==> src/pistorm_pkg.sv <==
// ========================================
// Shared types for the Pi to MC68EC020 bridge.
// Bus strobes in the structs are active high.
// ========================================
package pistorm_pkg;

    // Operand size, byte count minus one.
    typedef logic [1:0] op_size_t;
    localparam op_size_t SZ_BYTE  = 2'd0;
    localparam op_size_t SZ_WORD  = 2'd1;
    localparam op_size_t SZ_3BYTE = 2'd2;
    localparam op_size_t SZ_LONG  = 2'd3;

    // Port width as decoded from DSACK.
    typedef logic [1:0] port_width_t;
    localparam port_width_t PW_8  = 2'd0;
    localparam port_width_t PW_16 = 2'd1;
    localparam port_width_t PW_32 = 2'd3;

    typedef enum logic [2:0] {
        REG_DATA_LO = 3'd0,
        REG_DATA_HI = 3'd1,
        REG_ADDR_LO = 3'd2,
        REG_ADDR_HI = 3'd3,
        REG_STATUS  = 3'd4 // Control on write.
    } pi_reg_e;

    // Pi write word, seen as request fields or as a control update.
    typedef union packed {
        struct packed {
            logic [1:0] spare;
            logic [2:0] fc;
            logic       rw;    // 1 is read.
            op_size_t   size;
            logic [7:0] addr;  // Address bits 23:16.
        } addr_hi;
        struct packed {
            logic        set;  // 0 clears the masked bits.
            logic [14:0] mask;
        } control;
    } pi_word_u;

    typedef struct packed {
        logic [2:0]  fc;
        logic        rw;
        op_size_t    size;
        logic [23:0] addr;
        logic [31:0] wdata;
    } access_req_t;

    typedef struct packed {
        logic [31:0] rdata;
        logic        terminated_normally;
        logic        done;  // One clk per access.
    } access_result_t;

    // Open-drain enables, ordered as control bits 4 down to 0.
    typedef struct packed {
        logic int6;
        logic int2;
        logic halt;
        logic reset;
        logic br;
    } ctrl_lines_t;

    typedef struct packed {
        logic [2:0]  fc;
        logic [23:0] addr;
        logic [1:0]  size;  // 68020 SIZE pins.
        logic        rw;
        logic        as;
        logic        ds;
        logic        data_oe;
        logic [31:0] data;
    } mc_bus_out_t;

    typedef struct packed {
        logic [31:0] data;
        logic [1:0]  dsack_n;
        logic        berr_n;
    } mc_bus_in_t;

    typedef struct packed {
        logic falling;
        logic falling_plus_1;
        logic rising;
        logic rising_plus_1;
        logic rising_plus_3;
    } phase_t;

endpackage
==> src/pistorm_top.sv <==
// ========================================
// Pi to MC68EC020 bridge top level.
// clk runs at PLL_MULT times mc_clk.
// ========================================
module pistorm_top #(
    parameter int PLL_MULT = 12
) (
    input  logic                     clk,
    input  logic                     reset,
    input  logic                     mc_clk,
    input  pistorm_pkg::pi_reg_e     pi_a,
    input  pistorm_pkg::pi_word_u    pi_d_in,
    input  logic                     pi_wr,
    input  logic                     pi_rd,
    output logic [15:0]              pi_d_out,
    output logic                     pi_d_oe,
    output logic                     pi_txn_in_progress,
    output pistorm_pkg::mc_bus_out_t bus_out,
    input  pistorm_pkg::mc_bus_in_t  bus_in,
    output pistorm_pkg::ctrl_lines_t ctrl
);

    pistorm_pkg::phase_t         phase;
    pistorm_pkg::access_req_t    req;
    pistorm_pkg::access_result_t result;
    logic                        req_valid;

    assign pi_txn_in_progress = req_valid;

    bus_phase_gen #(.PLL_MULT(PLL_MULT)) i_phase (
        .clk(clk), .reset(reset), .mc_clk(mc_clk), .phase(phase)
    );

    pi_regs i_regs (
        .clk(clk), .reset(reset), .pi_a(pi_a), .pi_d_in(pi_d_in), .pi_wr(pi_wr),
        .pi_rd(pi_rd), .result(result), .pi_d_out(pi_d_out), .pi_d_oe(pi_d_oe),
        .req(req), .req_valid(req_valid), .ctrl(ctrl)
    );

    bus_cycle_fsm i_fsm (
        .clk(clk), .reset(reset), .phase(phase), .req(req), .req_valid(req_valid),
        .bus_in(bus_in), .bus_out(bus_out), .result(result)
    );

endmodule

==> src/bus_cycle_fsm.sv <==
// ========================================
// Assumes the bridge owns the bus at all times.
// A long operand may take up to four bus cycles.
// ========================================
module bus_cycle_fsm (
    input  logic                        clk,
    input  logic                        reset,
    input  pistorm_pkg::phase_t         phase,
    input  pistorm_pkg::access_req_t    req,
    input  logic                        req_valid,
    input  pistorm_pkg::mc_bus_in_t     bus_in,
    output pistorm_pkg::mc_bus_out_t    bus_out,
    output pistorm_pkg::access_result_t result
);

    typedef enum logic [2:0] {
        S_IDLE, S_START, S_ASSERT_AS, S_OPEN_DATA,
        S_WAIT_TERM, S_LATCH_DATA, S_UPDATE_READ, S_FINISH
    } state_e;

    state_e                   state;
    logic                     req_taken;
    logic [2:0]               fc;
    logic [23:0]              addr;
    pistorm_pkg::op_size_t    size;
    logic                     rw;
    logic [31:0]              wdata;
    logic [31:0]              rdata;
    logic                     term_q;
    logic                     done;
    logic [31:0]              bus_data_q;
    logic [1:0]               dsack_n_q;
    logic                     berr_n_q;
    pistorm_pkg::port_width_t width;
    logic [31:0]              lane_data;
    logic [31:0]              read_merged;
    pistorm_pkg::op_size_t    transferred;
    logic                     any_term;
    logic [2:0]               mc_fc;
    logic [23:0]              mc_addr;
    logic [1:0]               mc_size;
    logic                     mc_rw, mc_as, mc_ds, mc_data_oe;
    logic [31:0]              mc_data;

    always_comb begin
        case (dsack_n_q)
            2'b10: width = pistorm_pkg::PW_8;
            2'b01: width = pistorm_pkg::PW_16;
            default: width = pistorm_pkg::PW_32;
        endcase
    end

    assign any_term = ~&{dsack_n_q, berr_n_q};

    dyn_sizer i_sizer (
        .addr_lo(addr[1:0]), .size(size), .width(width), .write_data(wdata),
        .bus_data(bus_data_q), .read_partial(rdata), .lane_data(lane_data),
        .read_merged(read_merged), .transferred(transferred)
    );

    always_ff @(posedge clk) begin
        if (phase.falling)
            bus_data_q <= bus_in.data;
        if (reset) begin
            state <= S_IDLE;
            req_taken <= 1'b0;
            {mc_as, mc_ds, mc_data_oe, done, term_q} <= '0;
            dsack_n_q <= 2'b11;
            berr_n_q <= 1'b1;
        end else begin
            done <= 1'b0;
            if (phase.falling) begin
                dsack_n_q <= bus_in.dsack_n;
                berr_n_q  <= bus_in.berr_n;
            end
            case (state)
                S_IDLE: begin
                    if (phase.rising_plus_3)
                        mc_data_oe <= 1'b0;  // Write data hold ends.
                    if (!req_valid)
                        req_taken <= 1'b0;
                    else if (!req_taken) begin
                        {fc, rw, size, addr, wdata} <= req;
                        rdata <= '0;
                        req_taken <= 1'b1;
                        state <= S_START;
                    end
                end
                S_START: if (phase.rising) begin  // S0.
                    mc_fc <= fc;
                    mc_addr <= addr;
                    mc_rw <= rw;
                    mc_data <= lane_data;
                    mc_data_oe <= 1'b0;
                    case (size)
                        pistorm_pkg::SZ_BYTE:  mc_size <= 2'b01;
                        pistorm_pkg::SZ_WORD:  mc_size <= 2'b10;
                        pistorm_pkg::SZ_3BYTE: mc_size <= 2'b11;
                        default:               mc_size <= 2'b00;
                    endcase
                    state <= S_ASSERT_AS;
                end
                S_ASSERT_AS: if (phase.falling) begin  // S1.
                    mc_as <= 1'b1;
                    mc_ds <= rw;
                    state <= S_OPEN_DATA;
                end
                S_OPEN_DATA: if (phase.rising_plus_1) begin  // S2.
                    mc_data_oe <= !rw;
                    state <= S_WAIT_TERM;
                end
                S_WAIT_TERM: begin
                    if (phase.falling && !rw)
                        mc_ds <= 1'b1;
                    if (phase.falling_plus_1 && any_term)
                        state <= S_LATCH_DATA;
                end
                S_LATCH_DATA: if (phase.falling) begin  // S5, data sampled here.
                    mc_as <= 1'b0;
                    mc_ds <= 1'b0;
                    state <= rw ? S_UPDATE_READ : S_FINISH;
                end
                S_UPDATE_READ: begin
                    rdata <= read_merged;
                    state <= S_FINISH;
                end
                default: begin
                    if (!berr_n_q || size <= transferred) begin
                        term_q <= berr_n_q;
                        done <= 1'b1;
                        state <= S_IDLE;
                    end else begin
                        // Port was narrower than the rest of the operand.
                        addr <= addr + 24'(transferred) + 24'd1;
                        size <= size - transferred - 2'd1;
                        state <= S_START;
                    end
                end
            endcase
        end
    end

    assign bus_out = '{fc: mc_fc, addr: mc_addr, size: mc_size, rw: mc_rw, as: mc_as,
                       ds: mc_ds, data_oe: mc_data_oe, data: mc_data};
    assign result = '{rdata: rdata, terminated_normally: term_q, done: done};

endmodule

==> src/dyn_sizer.sv <==
// ========================================
// Dynamic bus sizing, pure combinational.
// Operand bytes are right-aligned in the data words.
// ========================================
module dyn_sizer (
    input  logic [1:0]               addr_lo,
    input  pistorm_pkg::op_size_t    size,
    input  pistorm_pkg::port_width_t width,
    input  logic [31:0]              write_data,
    input  logic [31:0]              bus_data,
    input  logic [31:0]              read_partial,
    output logic [31:0]              lane_data,
    output logic [31:0]              read_merged,
    output pistorm_pkg::op_size_t    transferred
);

    logic [7:0] b0, b1, b2, b3;  // b0 is the most significant byte.
    logic [1:0] shift;

    assign {b0, b1, b2, b3} = write_data;
    assign shift = addr_lo & width;
    assign transferred = width - shift;

    // Write lane replication, 68020 table 5-5.
    always_comb begin
        case (size)
            pistorm_pkg::SZ_BYTE: lane_data = {b3, b3, b3, b3};
            pistorm_pkg::SZ_WORD: begin
                if (addr_lo[0])
                    lane_data = {b2, b2, b3, b2};
                else
                    lane_data = {b2, b3, b2, b3};
            end
            pistorm_pkg::SZ_3BYTE: begin
                case (addr_lo)
                    2'd0: lane_data = {b1, b2, b3, 8'h00};
                    2'd1: lane_data = {b1, b1, b2, b3};
                    2'd2: lane_data = {b1, b2, b1, b2};
                    default: lane_data = {b1, b1, 8'h00, b1};
                endcase
            end
            default: begin // Long.
                case (addr_lo)
                    2'd0: lane_data = {b0, b1, b2, b3};
                    2'd1: lane_data = {b0, b0, b1, b2};
                    2'd2: lane_data = {b0, b1, b0, b1};
                    default: lane_data = {b0, b0, 8'h00, b0};
                endcase
            end
        endcase
    end

    // Read assembly, 68020 table 5-4.
    // Operand byte j takes the lane at shift + size - j when that lane exists.
    // Bytes past the port width are refilled by the following cycles.
    always_comb begin
        int lane;
        read_merged = read_partial;
        for (int j = 0; j < 4; j++) begin
            lane = int'(shift) + int'(size) - j;
            if (j <= int'(size) && lane <= 3)
                read_merged[8*j +: 8] = bus_data[8*(3 - lane) +: 8];
        end
    end

endmodule

==> src/pi_regs.sv <==
// ========================================
// pi_a and pi_d_in must hold for 4 clk after pi_wr falls.
// One request slot, a new ADDR_HI write waits for txn to drop.
// ========================================
module pi_regs (
    input  logic                        clk,
    input  logic                        reset,
    input  pistorm_pkg::pi_reg_e        pi_a,
    input  pistorm_pkg::pi_word_u       pi_d_in,
    input  logic                        pi_wr,
    input  logic                        pi_rd,
    input  pistorm_pkg::access_result_t result,
    output logic [15:0]                 pi_d_out,
    output logic                        pi_d_oe,
    output pistorm_pkg::access_req_t    req,
    output logic                        req_valid,
    output pistorm_pkg::ctrl_lines_t    ctrl
);

    logic [1:0]  wr_sync;
    logic        wr_commit;
    logic        done_d;
    logic        term_q;
    logic [14:0] ctrl_reg;

    assign wr_commit = wr_sync == 2'b10;  // Falling edge of pi_wr.

    always_ff @(posedge clk) begin
        if (reset) begin
            wr_sync   <= 2'b11;
            req_valid <= 1'b0;
            done_d    <= 1'b0;
            term_q    <= 1'b0;
            ctrl_reg  <= '0;
        end else begin
            wr_sync <= {wr_sync[0], pi_wr};
            done_d  <= result.done;
            if (result.done)
                term_q <= result.terminated_normally;

            // Slot frees one clk after the done pulse.
            if (done_d)
                req_valid <= 1'b0;
            else if (wr_commit && pi_a == pistorm_pkg::REG_ADDR_HI)
                req_valid <= 1'b1;

            if (wr_commit && pi_a == pistorm_pkg::REG_STATUS) begin
                if (pi_d_in.control.set)
                    ctrl_reg <= ctrl_reg | pi_d_in.control.mask;
                else
                    ctrl_reg <= ctrl_reg & ~pi_d_in.control.mask;
            end
        end
    end

    // The data word doubles as the read-back of the last read access.
    always_ff @(posedge clk) begin
        if (result.done && req.rw)
            req.wdata <= result.rdata;
        if (wr_commit) begin
            case (pi_a)
                pistorm_pkg::REG_DATA_LO: req.wdata[15:0] <= pi_d_in;
                pistorm_pkg::REG_DATA_HI: req.wdata[31:16] <= pi_d_in;
                pistorm_pkg::REG_ADDR_LO: req.addr[15:0] <= pi_d_in;
                pistorm_pkg::REG_ADDR_HI: begin
                    req.addr[23:16] <= pi_d_in.addr_hi.addr;
                    req.size        <= pi_d_in.addr_hi.size;
                    req.rw          <= pi_d_in.addr_hi.rw;
                    req.fc          <= pi_d_in.addr_hi.fc;
                end
                default: ;
            endcase
        end
    end

    assign ctrl    = pistorm_pkg::ctrl_lines_t'(ctrl_reg[4:0]);
    assign pi_d_oe = !pi_rd && pi_wr;

    always_comb begin
        case (pi_a)
            pistorm_pkg::REG_DATA_LO: pi_d_out = req.wdata[15:0];
            pistorm_pkg::REG_DATA_HI: pi_d_out = req.wdata[31:16];
            pistorm_pkg::REG_ADDR_LO: pi_d_out = req.addr[15:0];
            pistorm_pkg::REG_ADDR_HI:
                pi_d_out = {2'b00, req.fc, req.rw, req.size, req.addr[23:16]};
            pistorm_pkg::REG_STATUS: pi_d_out = {14'd0, term_q, req_valid};
            default: pi_d_out = 16'h0000;
        endcase
    end

endmodule

==> src/bus_phase_gen.sv <==
// ========================================
// PLL_MULT must be even and at least 8.
// mc_clk must be a clean divide of clk.
// ========================================
module bus_phase_gen #(
    parameter int PLL_MULT = 12
) (
    input  logic                clk,
    input  logic                reset,
    input  logic                mc_clk,
    output pistorm_pkg::phase_t phase
);

    localparam int CNT_W = $clog2(PLL_MULT);

    localparam logic [CNT_W-1:0] POS_FALL    = CNT_W'(PLL_MULT / 2 - 2);
    localparam logic [CNT_W-1:0] POS_FALL_P1 = CNT_W'(PLL_MULT / 2 - 1);
    localparam logic [CNT_W-1:0] POS_RISE    = CNT_W'(PLL_MULT - 2);
    localparam logic [CNT_W-1:0] POS_RISE_P1 = CNT_W'(PLL_MULT - 1);
    localparam logic [CNT_W-1:0] POS_RISE_P3 = CNT_W'((PLL_MULT + 1) % PLL_MULT);

    logic [1:0]       mc_clk_sync;  // Bit 1 is the older sample.
    logic [CNT_W-1:0] phase_cnt;

    always_ff @(posedge clk) begin
        mc_clk_sync <= {mc_clk_sync[0], mc_clk};
        if (reset)
            phase_cnt <= '0;
        else if (mc_clk_sync == 2'b01 || phase_cnt == POS_RISE_P1)
            phase_cnt <= '0;  // Realign on each MC_CLK rise.
        else
            phase_cnt <= phase_cnt + 1'b1;
    end

    assign phase.falling        = phase_cnt == POS_FALL;
    assign phase.falling_plus_1 = phase_cnt == POS_FALL_P1;
    assign phase.rising         = phase_cnt == POS_RISE;
    assign phase.rising_plus_1  = phase_cnt == POS_RISE_P1;
    assign phase.rising_plus_3  = phase_cnt == POS_RISE_P3;

endmodule

==> config.mk <==
export PLATFORM = sky130hd
export DESIGN_NAME = pistorm_top
export DESIGN_NICKNAME = d
export VERILOG_FILES = /design/src/pistorm_pkg.sv /design/src/pistorm_top.sv /design/src/bus_cycle_fsm.sv /design/src/dyn_sizer.sv /design/src/pi_regs.sv /design/src/bus_phase_gen.sv
export SDC_FILE = /design/constraint.sdc
export NUM_CORES = 1
export LEC_CHECK = 0
export BUFFER_PORTS_ARGS = -buffer_cell sky130_fd_sc_hd__clkbuf_2
export CAP_MARGIN = 40
export CORE_ASPECT_RATIO = 2
export CORE_MARGIN = 2
export CORE_UTILIZATION = 55
export DETAILED_ROUTE_END_ITERATION = 7
export PLACE_DENSITY = 0.86
export SETUP_SLACK_MARGIN = 0.05
export SYNTH_ARGS = -nofsm -noshare
export SYNTH_HDL_FRONTEND = slang
export SYNTH_SLANG_ARGS = --single-unit
==> constraint.sdc <==
create_clock -name clk -period 9.55 [get_ports clk]
set_input_delay 1.4325 -clock clk [delete_from_list [all_inputs] [get_ports clk]]
set_output_delay 1.4325 -clock clk [all_outputs]
set_load 0.1 [all_outputs]
==> results.cfg <==
[run_status]
outcome = completed

[route]
post_drt_wl_per_cell_um = 20.57
drt_wl_total_um = 30740
drtIter0Drc = 944
ant_nets = 0
viasPerCell = 6.177
dr.pass1.iters = 6
vias = 9229
drc = 0

[clock_tree]
post_cts_buffers = 0
clkTransAtPathRegs_ns = 0.07
ctsLongestPathBuffers = 3
cts_made_buffers = 24
h-tree-depth = 1
worstSkewPairLatency_ns = 0.55
cts_tree = done
hold_buffers = 0
clock_sinks = 278
cts-root-buf = clkbuf_16
ctsResizeCount = 0

[critical_path]
path_cells = clkbuf_2 -> nor2b_1 -> a21oi_1 -> o21ai_0 -> clkbuf_2
cp-start-kind = input pin
slowest_stage = clkbuf_2
crit_buf_inv = 2
cp-end-kind = output pin
critPathTopFamily = buffers and inverters
crit_path_max_incr_delay_ns = 0.54
crit_type = in -> out
arrival_ns = 3.17
required_ns = 8.12
path_depth = 5
crit_top_cell = clkbuf_2
reg2reg_slack_ns = 6.01
worst-r2r-cell-count = 11
critPathMaxFanout = 25

[logic_synthesis]
synth.area.top_cells = edfxtp_1 49%, dfxtp_1 8.9%, mux4_2 7.3%
synth_common_cells = 218 x edfxtp_1, 95 x nand2_1, 84 x mux2i_1
yosys_warnings = 0
netlist_area_um2 = 13480
ys_types = 62
synth_edf_count = 218
synthCells = 1068
ys.flop_type = edfxtp_1
synthesis.nets = 1151
synth_seq_cells = 278
yosysMostFrequentCell = edfxtp_1
synthArstFlopShare_pct = 0
avgSynthCellArea_um2 = 12.62
yosysSeqAreaShare_pct = 57.46
synthDominantCellAreaShare_pct = 48.55
synth_top_area_cell = edfxtp_1

[placed_design]
place_ws_ns = 4.996
placed_cell_area_um2 = 14500
hpwl_um = 22650
place.gp.congestion = 0.9493
port_buffers = 146

[finish]
fin_util_pct = 62.92
area_delta_synth_final_pct = 13.51
stdcell_area_um2 = 15300
drive_gt1_share_pct = 24.83
diodes = 0
fin_nets = 1269

[sta]
setup_tns_ns = 0
fin_crit_sh_pct = 48.24
rsz0062_at_grt = no
fin_ws_ns = 4.943
timing.final.max_slew_violations = 0
finalHoldViolations = 0
worst_pin_slew_ns = 0.8478
post-route-min-period_ns = 4.607
fin_skew_ns = 0.02490
slew_headroom_pct = 43.27
fmax_mhz = 217.0
setup_viol = 0

[floorplanning]
pin_count = 147
dieArea_um2 = 25860
chipHeight_um = 225.4
die_w_um = 114.7
initial_utilization_pct = 55.43
std_cell_rows = 81
coreArea_um2 = 24320

[worst_hold_path]
whs_path_depth = 0
hp-class = reg -> reg

[flow_run]
drv_cap = 0

[global_routing]
grt_pass1_vias = 8862
grt_pass1_wl_um = 47470
grt_overflow = 0
grt_max_degree = 63
antenna_found_initial = 1
track_usage_pct = 23.80

[power_and_ir_drop]
vdd_drop_max_uv = 146.8
p_leak_nw = 5.984
p_per_area_nw_per_um2 = 169.1
==> cell type report <==
class | instances | area, um2
timing repair buffer | 169 | 960.9
fill | 1767 | 9019
clock buffer | 33 | 675.6
inverter | 30 | 112.6
tap | 290 | 362.8
clock inverter | 11 | 121.4
sequential | 278 | 7747
multi-input combinational | 683 | 5324
==> power by group <==
group / leakage [nW] / switching (mW) / internal, mW / total, mW
clock: 0.396 / 0.435 / 0.554 / 0.989
sequential: 2.50 / 0.0452 / 1.35 / 1.39
combinational: 3.09 / 0.129 / 0.0779 / 0.206
==> worst paths after layout <==
check,start,to
worst max-delay path,pi_a[1],pi_d_out[1]
worst min-delay path,i_phase.mc_clk_sync[0],i_phase.mc_clk_sync[1]
worst max register to register,i_fsm.dsack_n_q[0],i_fsm.rdata[9]
worst min register to register,i_phase.mc_clk_sync[0],i_phase.mc_clk_sync[1]
==> logic make-up (layout without fill, tap and decap cells) <==
logic type               after synthesis  in the layout  share of synthesized area (%)
AND/OR/NAND/NOR                      317            317                          11.65
flip-flops                           278            278                          57.46
AO/OA/AOI/OAI                        176            176                          8.788
multiplexers                         154            154                          15.76
buffers and inverters                107            243                          3.229
adder cells (fa/ha/maj)               24             24                          2.339
XOR/XNOR                              12             12                         0.7795
==> layer usage <==
metal  routed length (um)  track usage, %  share of wire [%]  vias up
li1                     -               -                  -     4276
met1                10700           26.09                 35     4462
met2                16430           43.42                 53      402
met3                 1705           3.039                5.5       89
met4                 1899           13.53                6.2        0
met5                    0               0                  0        -
==> placed cells by master (no fill, tap or decap), drive strengths merged, types with 4 or more instances in the layout <==
cell	Yosys	routed
clkinv	2	10
ha	22	22
nand3b	4	4
a222oi	16	16
inv	28	29
mux2i	84	84
or2	5	5
nor2b	36	36
xor2	5	5
nand4	12	12
clkbuf	55	179
a21oi	54	54
nor3b	4	4
mux4	44	44
nor4	6	6
nand2	95	95
xnor2	7	7
nor2	72	72
dfxtp	60	60
o21ai	38	38
o2bb2ai	7	7
or3	7	7
nor3	4	4
a21boi	8	8
o22a	7	7
nand3	29	29
and3	30	30
mux2	26	26
edfxtp	218	218
and2	4	4
buf	22	23
a221o	9	9
o21a	4	4
a31o	6	6
a31oi	10	10
==> registers in the layout (all words and copies together) (netlist names), 2 cells and up, named ones only <==
| name | flops |
|---|---|
| i_regs.req | 62 |
| i_fsm.bus_data_q | 32 |
| i_fsm.mc_data | 32 |
| i_fsm.rdata | 32 |
| i_fsm.wdata | 32 |
| i_fsm.addr | 24 |
| i_fsm.mc_addr | 24 |
| i_phase.phase_cnt | 4 |
| i_fsm.fc | 3 |
| i_fsm.mc_fc | 3 |
| i_fsm.state | 3 |
| i_fsm.dsack_n_q | 2 |
| i_fsm.mc_size | 2 |
| i_fsm.size | 2 |
| i_phase.mc_clk_sync | 2 |
| i_regs.wr_sync | 2 |
==> metrics by stage <==
step	hold slack, ns	std cells	power, mW
floorplan	0.3312	1068	1.556
global placement	0.3401	1441	1.611
detailed placement	0.3491	1449	1.622
CTS	0.3601	1493	2.595
global route	0.3704	1494	2.660
finish	0.3602	1494	2.587
(Power assumes the default switching activity.)
